## config.mk

```make
export PLATFORM = sky130hd
export DESIGN_NAME = adma_engine
export DESIGN_NICKNAME = d
export VERILOG_FILES = /design/src/logic/adma_pkg.sv /design/src/logic/adma_sequencer.sv /design/src/logic/adma_desc_fetch.sv /design/src/logic/adma_data_mover.sv /design/src/logic/adma_mem_arbiter.sv /design/src/logic/adma_engine.sv
export VERILOG_INCLUDE_DIRS = /design/src /design/src/logic
export SDC_FILE = /design/constraint.sdc
export NUM_CORES = 1
export LEC_CHECK = 0
export BUFFER_PORTS_ARGS = -buffer_cell sky130_fd_sc_hd__buf_2
export CORE_ASPECT_RATIO = 2
export CORE_MARGIN = 3
export CORE_UTILIZATION = 47
export CTS_BUF_LIST = sky130_fd_sc_hd__clkbuf_4
export CTS_CLUSTER_DIAMETER = 40
export DETAILED_ROUTE_END_ITERATION = 8
export GPL_TIMING_DRIVEN = 0
export MAX_ROUTING_LAYER = met4
export PLACE_DENSITY = 0.66
export SLEW_MARGIN = 15
export SYNTH_ARGS = -nofsm -noshare
export SYNTH_HDL_FRONTEND = slang
export SYNTH_SLANG_ARGS = --single-unit
```

## constraint.sdc

```tcl
create_clock -name clock -period 5.9 [get_ports clock]
set_clock_uncertainty 0.1 [all_clocks]
set_input_delay 1.18 -clock clock [delete_from_list [all_inputs] [get_ports clock]]
set_output_delay 1.18 -clock clock [all_outputs]
set_load 0.01 [all_outputs]
```

## src/logic/adma_config.svh

```systemverilog
`ifndef ADMA_CONFIG_SVH
`define ADMA_CONFIG_SVH

////////////////////////////////////////////////////////////
// Bus and descriptor widths
////////////////////////////////////////////////////////////

// System address
`define ADMA_ADDR_W 32

// Data word on memory and card side
`define ADMA_DATA_W 32

// Word count field of a descriptor
`define ADMA_LEN_W 16

////////////////////////////////////////////////////////////
// Address steps in bytes
////////////////////////////////////////////////////////////

`define ADMA_DESC_STRIDE 8
`define ADMA_WORD_BYTES 4

`endif

```

## src/logic/adma_pkg.sv

```systemverilog
`include "adma_config.svh"

package adma_pkg;

  ////////////////////////////////////////////////////////////
  // Plain vectors
  ////////////////////////////////////////////////////////////

  typedef logic [`ADMA_ADDR_W-1:0] addr_t;
  typedef logic [`ADMA_DATA_W-1:0] word_t;
  typedef logic [`ADMA_LEN_W-1:0]  len_t;

  // ADMA2 action field, attribute bits 5:4
  typedef enum logic [1:0] {
    act_nop  = 2'b00,
    act_rsv  = 2'b01,
    act_tran = 2'b10,
    act_link = 2'b11
  } adma_act_t;

  // One 64-bit descriptor line, attribute word in the low half
  typedef struct packed {
    addr_t     address;
    len_t      length;
    logic [9:0] attr_rsvd;
    adma_act_t act;
    logic [1:0] attr_misc;
    logic      end_bit;
    logic      valid;
  } adma_desc_t;

  // Single-word memory request
  typedef struct packed {
    addr_t addr;
    logic  write;
    word_t wdata;
  } mem_req_t;

  typedef struct packed {
    logic xfer_done;
    logic adma_error;
  } dma_irq_t;

  // Descriptor walk
  typedef enum logic [1:0] {
    st_stop,
    st_fds,
    st_cadr,
    st_tfr
  } seq_state_t;

endpackage

```

## src/logic/adma_sequencer.sv

```systemverilog
`timescale 1ns/1ps
`include "adma_config.svh"

module adma_sequencer (
  input  logic                 clock,
  input  logic                 reset,
  input  logic                 start,
  input  adma_pkg::addr_t      table_addr,
  input  logic                 irq_clear,
  output adma_pkg::dma_irq_t   irq,
  output logic                 busy,
  output logic                 fetch_start,
  output logic                 prefetch_start,
  output adma_pkg::addr_t      fetch_addr,
  input  logic                 fetch_done,
  input  adma_pkg::adma_desc_t fetch_desc,
  output logic                 move_start,
  output adma_pkg::adma_desc_t move_desc,
  input  logic                 move_done
);
  import adma_pkg::*;

  seq_state_t state;
  addr_t      table_ptr;
  addr_t      next_ptr;
  adma_desc_t desc;

  // Next sequential descriptor line
  assign next_ptr  = table_ptr + addr_t'(`ADMA_DESC_STRIDE);
  assign busy      = (state != st_stop);
  assign move_desc = desc;

  always_ff @(posedge clock) begin
    if (!reset) begin
      state          <= st_stop;
      irq            <= '0;
      fetch_start    <= 1'b0;
      prefetch_start <= 1'b0;
      move_start     <= 1'b0;
    end else begin
      fetch_start    <= 1'b0;
      prefetch_start <= 1'b0;
      move_start     <= 1'b0;

      // A new event in the same cycle wins over the clear
      if (irq_clear) begin
        irq <= '0;
      end

      case (state)
        st_stop: begin
          if (start) begin
            table_ptr   <= table_addr;
            fetch_addr  <= table_addr;
            fetch_start <= 1'b1;
            state       <= st_fds;
          end
        end

        st_fds: begin
          if (fetch_done) begin
            desc <= fetch_desc;
            if (fetch_desc.valid) begin
              state <= st_cadr;
            end else begin
              irq.adma_error <= 1'b1;
              state          <= st_stop;
            end
          end
        end

        st_cadr: begin
          case (desc.act)
            act_tran: begin
              move_start <= 1'b1;
              state      <= st_tfr;
              // Next line is read while the data moves
              if (!desc.end_bit) begin
                prefetch_start <= 1'b1;
                fetch_addr     <= next_ptr;
              end
            end
            act_link: begin
              table_ptr <= desc.address;
              if (desc.end_bit) begin
                irq.xfer_done <= 1'b1;
                state         <= st_stop;
              end else begin
                fetch_start <= 1'b1;
                fetch_addr  <= desc.address;
                state       <= st_fds;
              end
            end
            // Nop and reserved only step the pointer
            default: begin
              table_ptr <= next_ptr;
              if (desc.end_bit) begin
                irq.xfer_done <= 1'b1;
                state         <= st_stop;
              end else begin
                fetch_start <= 1'b1;
                fetch_addr  <= next_ptr;
                state       <= st_fds;
              end
            end
          endcase
        end

        st_tfr: begin
          if (move_done) begin
            if (desc.end_bit) begin
              irq.xfer_done <= 1'b1;
              state         <= st_stop;
            end else begin
              table_ptr   <= next_ptr;
              fetch_start <= 1'b1;
              fetch_addr  <= next_ptr;
              state       <= st_fds;
            end
          end
        end

        default: state <= st_stop;
      endcase
    end
  end

endmodule

```

## src/logic/adma_desc_fetch.sv

```systemverilog
`timescale 1ns/1ps
`include "adma_config.svh"

module adma_desc_fetch (
  input  logic                 clock,
  input  logic                 reset,
  input  logic                 fetch_start,
  input  logic                 prefetch_start,
  input  adma_pkg::addr_t      fetch_addr,
  output logic                 fetch_done,
  output adma_pkg::adma_desc_t fetch_desc,
  output adma_pkg::mem_req_t   mem_req,
  output logic                 mem_req_valid,
  input  logic                 mem_req_ready,
  input  logic                 mem_rsp_valid,
  input  adma_pkg::word_t      mem_rsp_data
);
  import adma_pkg::*;

  // Two-word read in progress
  logic  active;
  logic  wait_rsp;
  logic  second;
  logic  for_prefetch;
  addr_t cur_addr;
  word_t attr_word;

  // Prefetched line and its address
  logic       buf_valid;
  addr_t      buf_tag;
  adma_desc_t buf_desc;

  // Demand fetch that arrived during a prefetch
  logic  pend;
  addr_t pend_addr;

  logic       want;
  addr_t      want_addr;
  logic       hit;
  adma_desc_t rsp_desc;

  assign want      = fetch_start | pend;
  assign want_addr = fetch_start ? fetch_addr : pend_addr;
  assign hit       = buf_valid && (buf_tag == want_addr);
  assign rsp_desc  = adma_desc_t'({mem_rsp_data, attr_word});

  always_ff @(posedge clock) begin
    if (!reset) begin
      active        <= 1'b0;
      wait_rsp      <= 1'b0;
      second        <= 1'b0;
      for_prefetch  <= 1'b0;
      mem_req_valid <= 1'b0;
      fetch_done    <= 1'b0;
      buf_valid     <= 1'b0;
      pend          <= 1'b0;
    end else begin
      fetch_done <= 1'b0;

      if (active) begin
        if (fetch_start) begin
          pend      <= 1'b1;
          pend_addr <= fetch_addr;
        end
        if (mem_req_valid && mem_req_ready) begin
          mem_req_valid <= 1'b0;
          wait_rsp      <= 1'b1;
        end
        if (wait_rsp && mem_rsp_valid) begin
          wait_rsp <= 1'b0;
          if (!second) begin
            // Attribute word in, now the address word
            attr_word     <= mem_rsp_data;
            second        <= 1'b1;
            mem_req_valid <= 1'b1;
            mem_req       <= '{addr: cur_addr + addr_t'(`ADMA_WORD_BYTES),
                               write: 1'b0, wdata: '0};
          end else if (for_prefetch) begin
            active    <= 1'b0;
            buf_valid <= 1'b1;
            buf_tag   <= cur_addr;
            buf_desc  <= rsp_desc;
          end else begin
            active     <= 1'b0;
            fetch_done <= 1'b1;
            fetch_desc <= rsp_desc;
          end
        end
      end else if (want) begin
        // The buffer serves at most one request
        pend      <= 1'b0;
        buf_valid <= 1'b0;
        if (hit) begin
          fetch_done <= 1'b1;
          fetch_desc <= buf_desc;
        end else begin
          active        <= 1'b1;
          second        <= 1'b0;
          for_prefetch  <= 1'b0;
          cur_addr      <= want_addr;
          mem_req_valid <= 1'b1;
          mem_req       <= '{addr: want_addr, write: 1'b0, wdata: '0};
        end
      end else if (prefetch_start) begin
        active        <= 1'b1;
        second        <= 1'b0;
        for_prefetch  <= 1'b1;
        buf_valid     <= 1'b0;
        cur_addr      <= fetch_addr;
        mem_req_valid <= 1'b1;
        mem_req       <= '{addr: fetch_addr, write: 1'b0, wdata: '0};
      end
    end
  end

endmodule

```

## src/logic/adma_data_mover.sv

```systemverilog
`timescale 1ns/1ps
`include "adma_config.svh"

module adma_data_mover (
  input  logic                 clock,
  input  logic                 reset,
  input  logic                 to_card,
  input  logic                 move_start,
  input  adma_pkg::adma_desc_t move_desc,
  output logic                 move_done,
  output adma_pkg::mem_req_t   mem_req,
  output logic                 mem_req_valid,
  input  logic                 mem_req_ready,
  input  logic                 mem_rsp_valid,
  input  adma_pkg::word_t      mem_rsp_data,
  output adma_pkg::word_t      card_tx_data,
  output logic                 card_tx_valid,
  input  logic                 card_tx_ready,
  input  adma_pkg::word_t      card_rx_data,
  input  logic                 card_rx_valid,
  output logic                 card_rx_ready
);
  import adma_pkg::*;

  // Per-word phases
  typedef enum logic [1:0] {
    mv_idle,
    mv_req,
    mv_rsp,
    mv_card
  } mv_state_t;

  mv_state_t state;
  logic      dir_tx;
  addr_t     addr;
  addr_t     next_addr;
  len_t      remaining;
  logic      last_word;
  logic      word_done;

  assign next_addr = addr + addr_t'(`ADMA_WORD_BYTES);
  assign last_word = (remaining == len_t'(1));

  // Read path ends on the card, write path ends on memory
  assign word_done = (state == mv_req && !dir_tx && mem_req_ready) ||
                     (state == mv_card && dir_tx && card_tx_ready);

  always_ff @(posedge clock) begin
    if (!reset) begin
      state         <= mv_idle;
      dir_tx        <= 1'b0;
      move_done     <= 1'b0;
      mem_req_valid <= 1'b0;
      card_tx_valid <= 1'b0;
      card_rx_ready <= 1'b0;
    end else begin
      move_done <= 1'b0;

      case (state)
        mv_idle: begin
          if (move_start) begin
            dir_tx    <= to_card;
            addr      <= move_desc.address;
            remaining <= move_desc.length;
            if (move_desc.length == '0) begin
              move_done <= 1'b1;
            end else if (to_card) begin
              state         <= mv_req;
              mem_req_valid <= 1'b1;
              mem_req       <= '{addr: move_desc.address, write: 1'b0, wdata: '0};
            end else begin
              state         <= mv_card;
              card_rx_ready <= 1'b1;
            end
          end
        end

        mv_req: begin
          if (mem_req_ready) begin
            mem_req_valid <= 1'b0;
            if (dir_tx) begin
              state <= mv_rsp;
            end
          end
        end

        mv_rsp: begin
          if (mem_rsp_valid) begin
            card_tx_data  <= mem_rsp_data;
            card_tx_valid <= 1'b1;
            state         <= mv_card;
          end
        end

        mv_card: begin
          if (dir_tx) begin
            if (card_tx_ready) begin
              card_tx_valid <= 1'b0;
            end
          end else if (card_rx_valid) begin
            card_rx_ready <= 1'b0;
            mem_req_valid <= 1'b1;
            mem_req       <= '{addr: addr, write: 1'b1, wdata: card_rx_data};
            state         <= mv_req;
          end
        end

        default: state <= mv_idle;
      endcase

      // Step to the next word or finish
      if (word_done) begin
        addr      <= next_addr;
        remaining <= remaining - len_t'(1);
        if (last_word) begin
          state     <= mv_idle;
          move_done <= 1'b1;
        end else if (dir_tx) begin
          state         <= mv_req;
          mem_req_valid <= 1'b1;
          mem_req       <= '{addr: next_addr, write: 1'b0, wdata: '0};
        end else begin
          state         <= mv_card;
          card_rx_ready <= 1'b1;
        end
      end
    end
  end

endmodule

```

## src/logic/adma_mem_arbiter.sv

```systemverilog
`timescale 1ns/1ps

module adma_mem_arbiter (
  input  logic               clock,
  input  logic               reset,
  input  adma_pkg::mem_req_t desc_req,
  input  logic               desc_req_valid,
  output logic               desc_req_ready,
  output logic               desc_rsp_valid,
  output adma_pkg::word_t    desc_rsp_data,
  input  adma_pkg::mem_req_t data_req,
  input  logic               data_req_valid,
  output logic               data_req_ready,
  output logic               data_rsp_valid,
  output adma_pkg::word_t    data_rsp_data,
  output adma_pkg::mem_req_t mem_req,
  output logic               mem_req_valid,
  input  logic               mem_req_ready,
  input  logic               mem_rsp_valid,
  input  adma_pkg::word_t    mem_rsp_data
);

  // Owner encoding: 0 is the fetcher, 1 the mover
  logic locked;
  logic owner_data;
  logic last_data;
  logic wait_rsp;
  logic pick_data;
  logic sel_data;
  logic take;

  // Round-robin favors the peer that did not go last
  always_comb begin
    if (desc_req_valid && data_req_valid) begin
      pick_data = !last_data;
    end else begin
      pick_data = data_req_valid;
    end
  end

  assign sel_data = locked ? owner_data : pick_data;

  ////////////////////////////////////////////////////////////
  // Request mux and response routing
  ////////////////////////////////////////////////////////////

  assign mem_req        = sel_data ? data_req : desc_req;
  assign mem_req_valid  = !wait_rsp && (sel_data ? data_req_valid : desc_req_valid);
  assign desc_req_ready = !wait_rsp && !sel_data && mem_req_ready;
  assign data_req_ready = !wait_rsp && sel_data && mem_req_ready;
  assign take           = mem_req_valid && mem_req_ready;

  assign desc_rsp_valid = wait_rsp && !owner_data && mem_rsp_valid;
  assign data_rsp_valid = wait_rsp && owner_data && mem_rsp_valid;
  assign desc_rsp_data  = mem_rsp_data;
  assign data_rsp_data  = mem_rsp_data;

  always_ff @(posedge clock) begin
    if (!reset) begin
      locked     <= 1'b0;
      owner_data <= 1'b0;
      last_data  <= 1'b1;
      wait_rsp   <= 1'b0;
    end else begin
      // Lock on first presentation so the request holds steady
      if (!locked && (desc_req_valid || data_req_valid)) begin
        locked     <= 1'b1;
        owner_data <= pick_data;
      end
      if (take) begin
        if (mem_req.write) begin
          locked    <= 1'b0;
          last_data <= sel_data;
        end else begin
          wait_rsp <= 1'b1;
        end
      end
      if (wait_rsp && mem_rsp_valid) begin
        wait_rsp  <= 1'b0;
        locked    <= 1'b0;
        last_data <= owner_data;
      end
    end
  end

endmodule

```

## src/logic/adma_engine.sv

```systemverilog
`timescale 1ns/1ps

module adma_engine (
  input  logic               clock,
  input  logic               reset,
  input  logic               start,
  input  adma_pkg::addr_t    table_addr,
  input  logic               to_card,
  input  logic               irq_clear,
  output adma_pkg::dma_irq_t irq,
  output logic               busy,
  output adma_pkg::mem_req_t mem_req,
  output logic               mem_req_valid,
  input  logic               mem_req_ready,
  input  logic               mem_rsp_valid,
  input  adma_pkg::word_t    mem_rsp_data,
  output adma_pkg::word_t    card_tx_data,
  output logic               card_tx_valid,
  input  logic               card_tx_ready,
  input  adma_pkg::word_t    card_rx_data,
  input  logic               card_rx_valid,
  output logic               card_rx_ready
);
  import adma_pkg::*;

  // Sequencer and fetcher
  logic       fetch_start;
  logic       prefetch_start;
  addr_t      fetch_addr;
  logic       fetch_done;
  adma_desc_t fetch_desc;

  // Sequencer and mover
  logic       move_start;
  adma_desc_t move_desc;
  logic       move_done;

  // Peer memory ports
  mem_req_t desc_req;
  logic     desc_req_valid;
  logic     desc_req_ready;
  logic     desc_rsp_valid;
  word_t    desc_rsp_data;
  mem_req_t data_req;
  logic     data_req_valid;
  logic     data_req_ready;
  logic     data_rsp_valid;
  word_t    data_rsp_data;

  adma_sequencer sequencer_i (
    .clock          (clock),
    .reset          (reset),
    .start          (start),
    .table_addr     (table_addr),
    .irq_clear      (irq_clear),
    .irq            (irq),
    .busy           (busy),
    .fetch_start    (fetch_start),
    .prefetch_start (prefetch_start),
    .fetch_addr     (fetch_addr),
    .fetch_done     (fetch_done),
    .fetch_desc     (fetch_desc),
    .move_start     (move_start),
    .move_desc      (move_desc),
    .move_done      (move_done)
  );

  adma_desc_fetch desc_fetch_i (
    .clock          (clock),
    .reset          (reset),
    .fetch_start    (fetch_start),
    .prefetch_start (prefetch_start),
    .fetch_addr     (fetch_addr),
    .fetch_done     (fetch_done),
    .fetch_desc     (fetch_desc),
    .mem_req        (desc_req),
    .mem_req_valid  (desc_req_valid),
    .mem_req_ready  (desc_req_ready),
    .mem_rsp_valid  (desc_rsp_valid),
    .mem_rsp_data   (desc_rsp_data)
  );

  adma_data_mover data_mover_i (
    .clock          (clock),
    .reset          (reset),
    .to_card        (to_card),
    .move_start     (move_start),
    .move_desc      (move_desc),
    .move_done      (move_done),
    .mem_req        (data_req),
    .mem_req_valid  (data_req_valid),
    .mem_req_ready  (data_req_ready),
    .mem_rsp_valid  (data_rsp_valid),
    .mem_rsp_data   (data_rsp_data),
    .card_tx_data   (card_tx_data),
    .card_tx_valid  (card_tx_valid),
    .card_tx_ready  (card_tx_ready),
    .card_rx_data   (card_rx_data),
    .card_rx_valid  (card_rx_valid),
    .card_rx_ready  (card_rx_ready)
  );

  adma_mem_arbiter mem_arbiter_i (
    .clock          (clock),
    .reset          (reset),
    .desc_req       (desc_req),
    .desc_req_valid (desc_req_valid),
    .desc_req_ready (desc_req_ready),
    .desc_rsp_valid (desc_rsp_valid),
    .desc_rsp_data  (desc_rsp_data),
    .data_req       (data_req),
    .data_req_valid (data_req_valid),
    .data_req_ready (data_req_ready),
    .data_rsp_valid (data_rsp_valid),
    .data_rsp_data  (data_rsp_data),
    .mem_req        (mem_req),
    .mem_req_valid  (mem_req_valid),
    .mem_req_ready  (mem_req_ready),
    .mem_rsp_valid  (mem_rsp_valid),
    .mem_rsp_data   (mem_rsp_data)
  );

endmodule

```

# Word level (Yosys, flattened, before mapping)
# Cells that the tools add are included.
# op_classes
addsub	4
mul	0
n_div	0
magnitude_cmp	0
n_eq_ne	34
n_shift	0
muxes	147
n_bitwise	5
reduce_logical	69
# op_table
op	count
$mux W65	15
$mux W32	14
$mux W64	6
$pmux W32 S3	2
$pmux W65 S2	1
$mux W1	81
$add A32 B3 Y32 const B	2
$pmux W32 S2	1
$mux W16	3
$mux W2	17
$add A32 B4 Y32 const B	1
$eq A32 B32 Y1	1
$ne A2 B2 Y1 const B	11
$reduce_and A3 Y1	7
$logic_and A1 B1 Y1	20
$reduce_bool A2 Y1	10
$eq A16 B1 Y1 const B	1
$logic_not A16 Y1	1
$pmux W2 S4	2
$reduce_and A2 Y1	8
$reduce_and A4 Y1	4
$sub A16 B1 Y16 const B	1
$reduce_and A5 Y1	3
$eq A2 B2 Y1 const B	6
other kinds (16)	41
# totals
reg_bits	595
latchBits	0
mem_bits_rw	0
mem_bits_ro	0
output_inout_bits	103
word_cells	314
n_memories	0

# Depth between registers and ports, before layout
# depth
ltp_word	11
ltp_mapped	10
depth_no_buf	8

# Modules after synthesis
# From an unflattened synthesis, not the netlist that was laid out.
# unflattened
hier_cells	2089
hier_area_um2	27888.0
# by_module_without_submodules
mod	n_inst	cells_each	area_each_um2	seq_area_each_um2
adma_desc_fetch	1	703	12026.5	8808.4
adma_data_mover	1	680	7931.4	4494.3
adma_sequencer	1	541	6308.6	3983.8
adma_mem_arbiter	1	165	1621.6	80.1

# Least setup slack after synthesis
# Ideal clock, no wire load.
# synth_path
path_type	in2reg
start	input port reset
end	register sequencer_i.desc (netlist bit sequencer_i.move_desc[16]) (enable)
arrival_time_ps	4989
setup_slack_ps	289
stages	3
n_path_buf	1
path_cell_list	inv_1 -> clkbuf_1 -> nor3_1
# synth_via
elab_chain_cells	1
# synth_rtl
element	line_no	rtl
from (decl)	adma_engine.sv:5	input logic reset,
$reduce_and A3 Y1 (no source line)	--	
to (signal assigned)	adma_sequencer.sv:62	desc <= fetch_desc;
to (decl)	adma_sequencer.sv:26	adma_desc_t desc;
# Every way passes these cells.
# A chain may end at the register's enable or synchronous reset.

==> out/metrics.csv <==
stage;metric;value;unit
run_status;status;finished clean;
setup_path;arrival;3780;ps
final_layout;final_cells;2949;
detailed_routing;drt-total-wl;74690;microns
worst_hold_path;worstHoldStart;desc_fetch_i.fetch_desc[37]$_DFFE_PP_;
floorplanning;die_area;54990;sq um
global_routing;track_usage;27.44;%
setup_path;cpMostUsedCell;clkbuf_1;
logic_synthesis;synth_top_area_share;62.84;%
pwr;power.total;8.694;mW
detailed_routing;drt-vias-per-instance;5.825;
clock_network;cts_hold_buf;0;
setup_path;crit_slowest_cell;mux2i_1;
setup_path;slowest_delay;880;ps
setup_path;crit_path_max_fanout;10;
global_routing;grt_pass1_wl;108700;microns
logic_synthesis;yosysWarnings;0;
final_layout;num-nets-final;2315;
pwr;p_int;6.408;mW
logic_synthesis;async_reset_ff_share;0;%
floorplanning;die_h;328.7;microns
clock_network;numCtsBuffers;120;
pwr;p_sw;2.286;mW
pwr;p_leak;9.901;nW
setup_path;required;4620;ps
logic_synthesis;ys_types;66;
global_routing;grt_max_degree;53;
global_routing;grt_pass1_vias;17640;
global_routing;grt.overflow.total;0;
timing;hold_ws;298.9;ps
worst_hold_path;hold_path_depth;0;
place;port_buffers;207;
setup_path;critical_path_class;reg -> out;
logic_synthesis;synthTopCellsByArea;edfxtp_1, mux2_2, xor2_1;
timing;grt_setup_unrepaired;no;
timing;timing.fmax;197.6;MHz
final_layout;drive_gt1_share;25.86;%
floorplanning;rows;117;
setup_path;path_buf_inv;3;
timing;setup_viol_count_final;0;
timing;worst_slew_pin_slew;1182;ps
clock_network;clk_latency;870;ps
clock_network;clockRootBuffer;clkbuf_4;
timing;hold_violations;0;
logic_synthesis;ys_ff_latch;538;
timing;period_needed;5061;ps
pwr;power_density;307.5;nW/um^2
detailed_routing;drtAntennaViolNets;0;
job;drv_cap;0;
logic_synthesis;synth_edf_count;512;
clock_network;post_cts_resize_count;0;
logic_synthesis;synth_ff_type;edfxtp_1;
logic_synthesis;ys_seq_area_share;64.97;%
clock_network;htree_levels;3;
floorplanning;io_pins;208;
timing;timing.final.crit_share;85.78;%
detailed_routing;wl_per_cell;25.33;microns
logic_synthesis;syn_area;24460;sq um
floorplanning;coreArea;51240;sq um
clock_network;clkTransAtPathRegs;60;ps
logic_synthesis;synthesis.nets;1967;
setup_path;rrSetupSlack;1400;ps
setup_path;rr_worst_depth;8;
setup_path;reg2reg_to;desc_fetch_i.fetch_desc[43]$_DFFE_PP_;
place;dp.cells;2733;
floorplanning;start_util;47.75;%
final_layout;layout_commonest_cell;edfxtp_1;
pwr;pwr-share-seq;52.9;%
detailed_routing;route.detailed.drc;0;
worst_hold_path;hold_class;reg -> reg;
pwr;p_comb_share;12.9;%
setup_path;path_cells;a21boi_1 -> mux2i_1 -> clkbuf_1 -> clkbuf_1 -> nor2b_1 -> buf_2;
final_layout;layout_common_cells;edfxtp_1, buf_2, clkbuf_4;
clock_network;cts_setup_buffers;0;
detailed_routing;firstDrtPassIters;6;
timing;slew_headroom;18.95;%
setup_path;reg2reg_from;sequencer_i.fetch_start$_SDFF_PN0_;
worst_hold_path;min_to;sequencer_i.move_desc[37]$_DFFE_PP_;
setup_path;path_delay_family;buffers and inverters;
detailed_routing;drtIter0Drc;1295;
final_layout;syn_to_final_growth;15.58;%
setup_path;worstSetupStartpointType;flop;
detailed_routing;vias;17180;
pwr;ir_drop;0.2148;mV
clock_network;clockBufferDepth;3;
place;post-dp-hpwl;56050;microns
setup_path;cp-end-kind;output port;
clock_network;cts_tree;built;
floorplanning;die_w;167.3;microns
pwr;sw_frac_of_total;26.29;%
logic_synthesis;synth_cells;1853;
timing;drv_slew;0;
global_routing;antenna_found_initial;4;
pwr;p_clk_share;34.3;%
logic_synthesis;yosysTopAreaCell;edfxtp_1;
clock_network;clock_sinks;538;
place;gp_congestion;0.9819;
logic_synthesis;avgSynthCellArea;13.20;sq um
-- state kept, by name, summed over array words and instances (netlist names), 2 cells and up --
signal                     cells
sequencer_i.state              2
data_mover_i.addr             32
data_mover_i.remaining        16
sequencer_i.table_ptr         32
sequencer_i.move_desc         51
sequencer_i.fetch_addr        32
desc_fetch_i.cur_addr         32
data_mover_i.card_tx_data     32
desc_fetch_i.buf_tag          32
desc_fetch_i.mem_req          32
desc_fetch_i.pend_addr        32
desc_fetch_i.buf_desc         52
desc_fetch_i.fetch_desc       52
desc_fetch_i.attr_word        20
data_mover_i.state             2
data_mover_i.mem_req          65
sequencer_i.irq                2
-- power by group through the flow --
stage               registers, mW  logic, mW  clock network (mW)
floorplan                    4.60      0.753                   0
global placement             4.67       1.06                   0
CTS                          4.59       1.11                3.06
detailed placement           4.68       1.10                   0
global route                 4.61       1.22                3.24
finish                       4.60       1.12                2.98
-- Yosys cell counts (30+ instances only) --
cell type and count:
mux2_2 149, a22o_1 34, nand3_1 42, o21ai_0 69, nand2_1 109, xnor2_1 49
nor2_1 154, nor2b_1 45, nor4_1 30, a22oi_1 45, xor2_1 75, edfxtp_1 512
clkbuf_1 91, a21oi_1 127, mux2i_1 31
-- layout make-up --
class / instances / area [sq um]
Clock buffer: 172 / 1291
Sequential cell: 538 / 15900
Inverter: 25 / 93.84
Buffer: 102 / 400.4
Antenna cell: 2 / 5.005
Timing Repair Buffer: 226 / 1330
Multi-Input combinational cell: 1188 / 8163
Clock inverter: 42 / 280.3
Fill cell: 4435 / 22960
Tap cell: 654 / 818.3
-- how the worst max path moves through the flow --
stage	from	end	slack, ps	depth (start not counted)
2_1_floorplan	reset	sequencer_i.move_desc[16]$_DFFE_PP_	290	3
3_3_place_gp	reset	sequencer_i.move_desc[20]$_DFFE_PP_	-2920	4
3_5_place_dp	reset	sequencer_i.move_desc[20]$_DFFE_PP_	1360	8
4_1_cts	desc_fetch_i.mem_req_valid$_SDFFE_PN0P_	mem_req[14]	770	6
5_1_grt	desc_fetch_i.mem_req_valid$_SDFFE_PN0P_	mem_req[5]	690	6
6_report	desc_fetch_i.mem_req_valid$_SDFFE_PN0P_	mem_req[14]	840	6
-- routing by layer --
layer	GRT usage, %	vias to the layer above	part of all wire [%]
li1	-	7839	-
met1	28.22	8383	34
met2	47.05	736	51
met3	3.788	221	5.4
met4	21.13	0	9.1
met5	-	-	0
-- stage by stage --
stage	worst slack [ps]	area [sq um]	setup TNS, ps	util [%]
3_3_place_gp	-2921	26320	-551290	51.37
4_1_cts	766.4	28270	0	55.18
5_1_grt	693.6	28280	0	55.19
3_5_place_dp	1357	26700	0	52.11
2_1_floorplan	288.7	24460	0	-
6_report	838.8	28280	0	55.19
-- cell families after synthesis --
| kind of cell | count (synthesis) | synth area share (%) |
|---|---|---|
| XOR/XNOR | 124 | 4.439 |
| multiplexers | 181 | 8.188 |
| AO/OA/AOI/OAI | 374 | 9.942 |
| adder cells (fa/ha/maj) | 9 | 0.4603 |
| buffers and inverters | 127 | 2.020 |
| flip-flops | 538 | 64.97 |
| AND/OR/NAND/NOR | 500 | 9.978 |
Note: power is estimated with default switching activity, not from simulation.
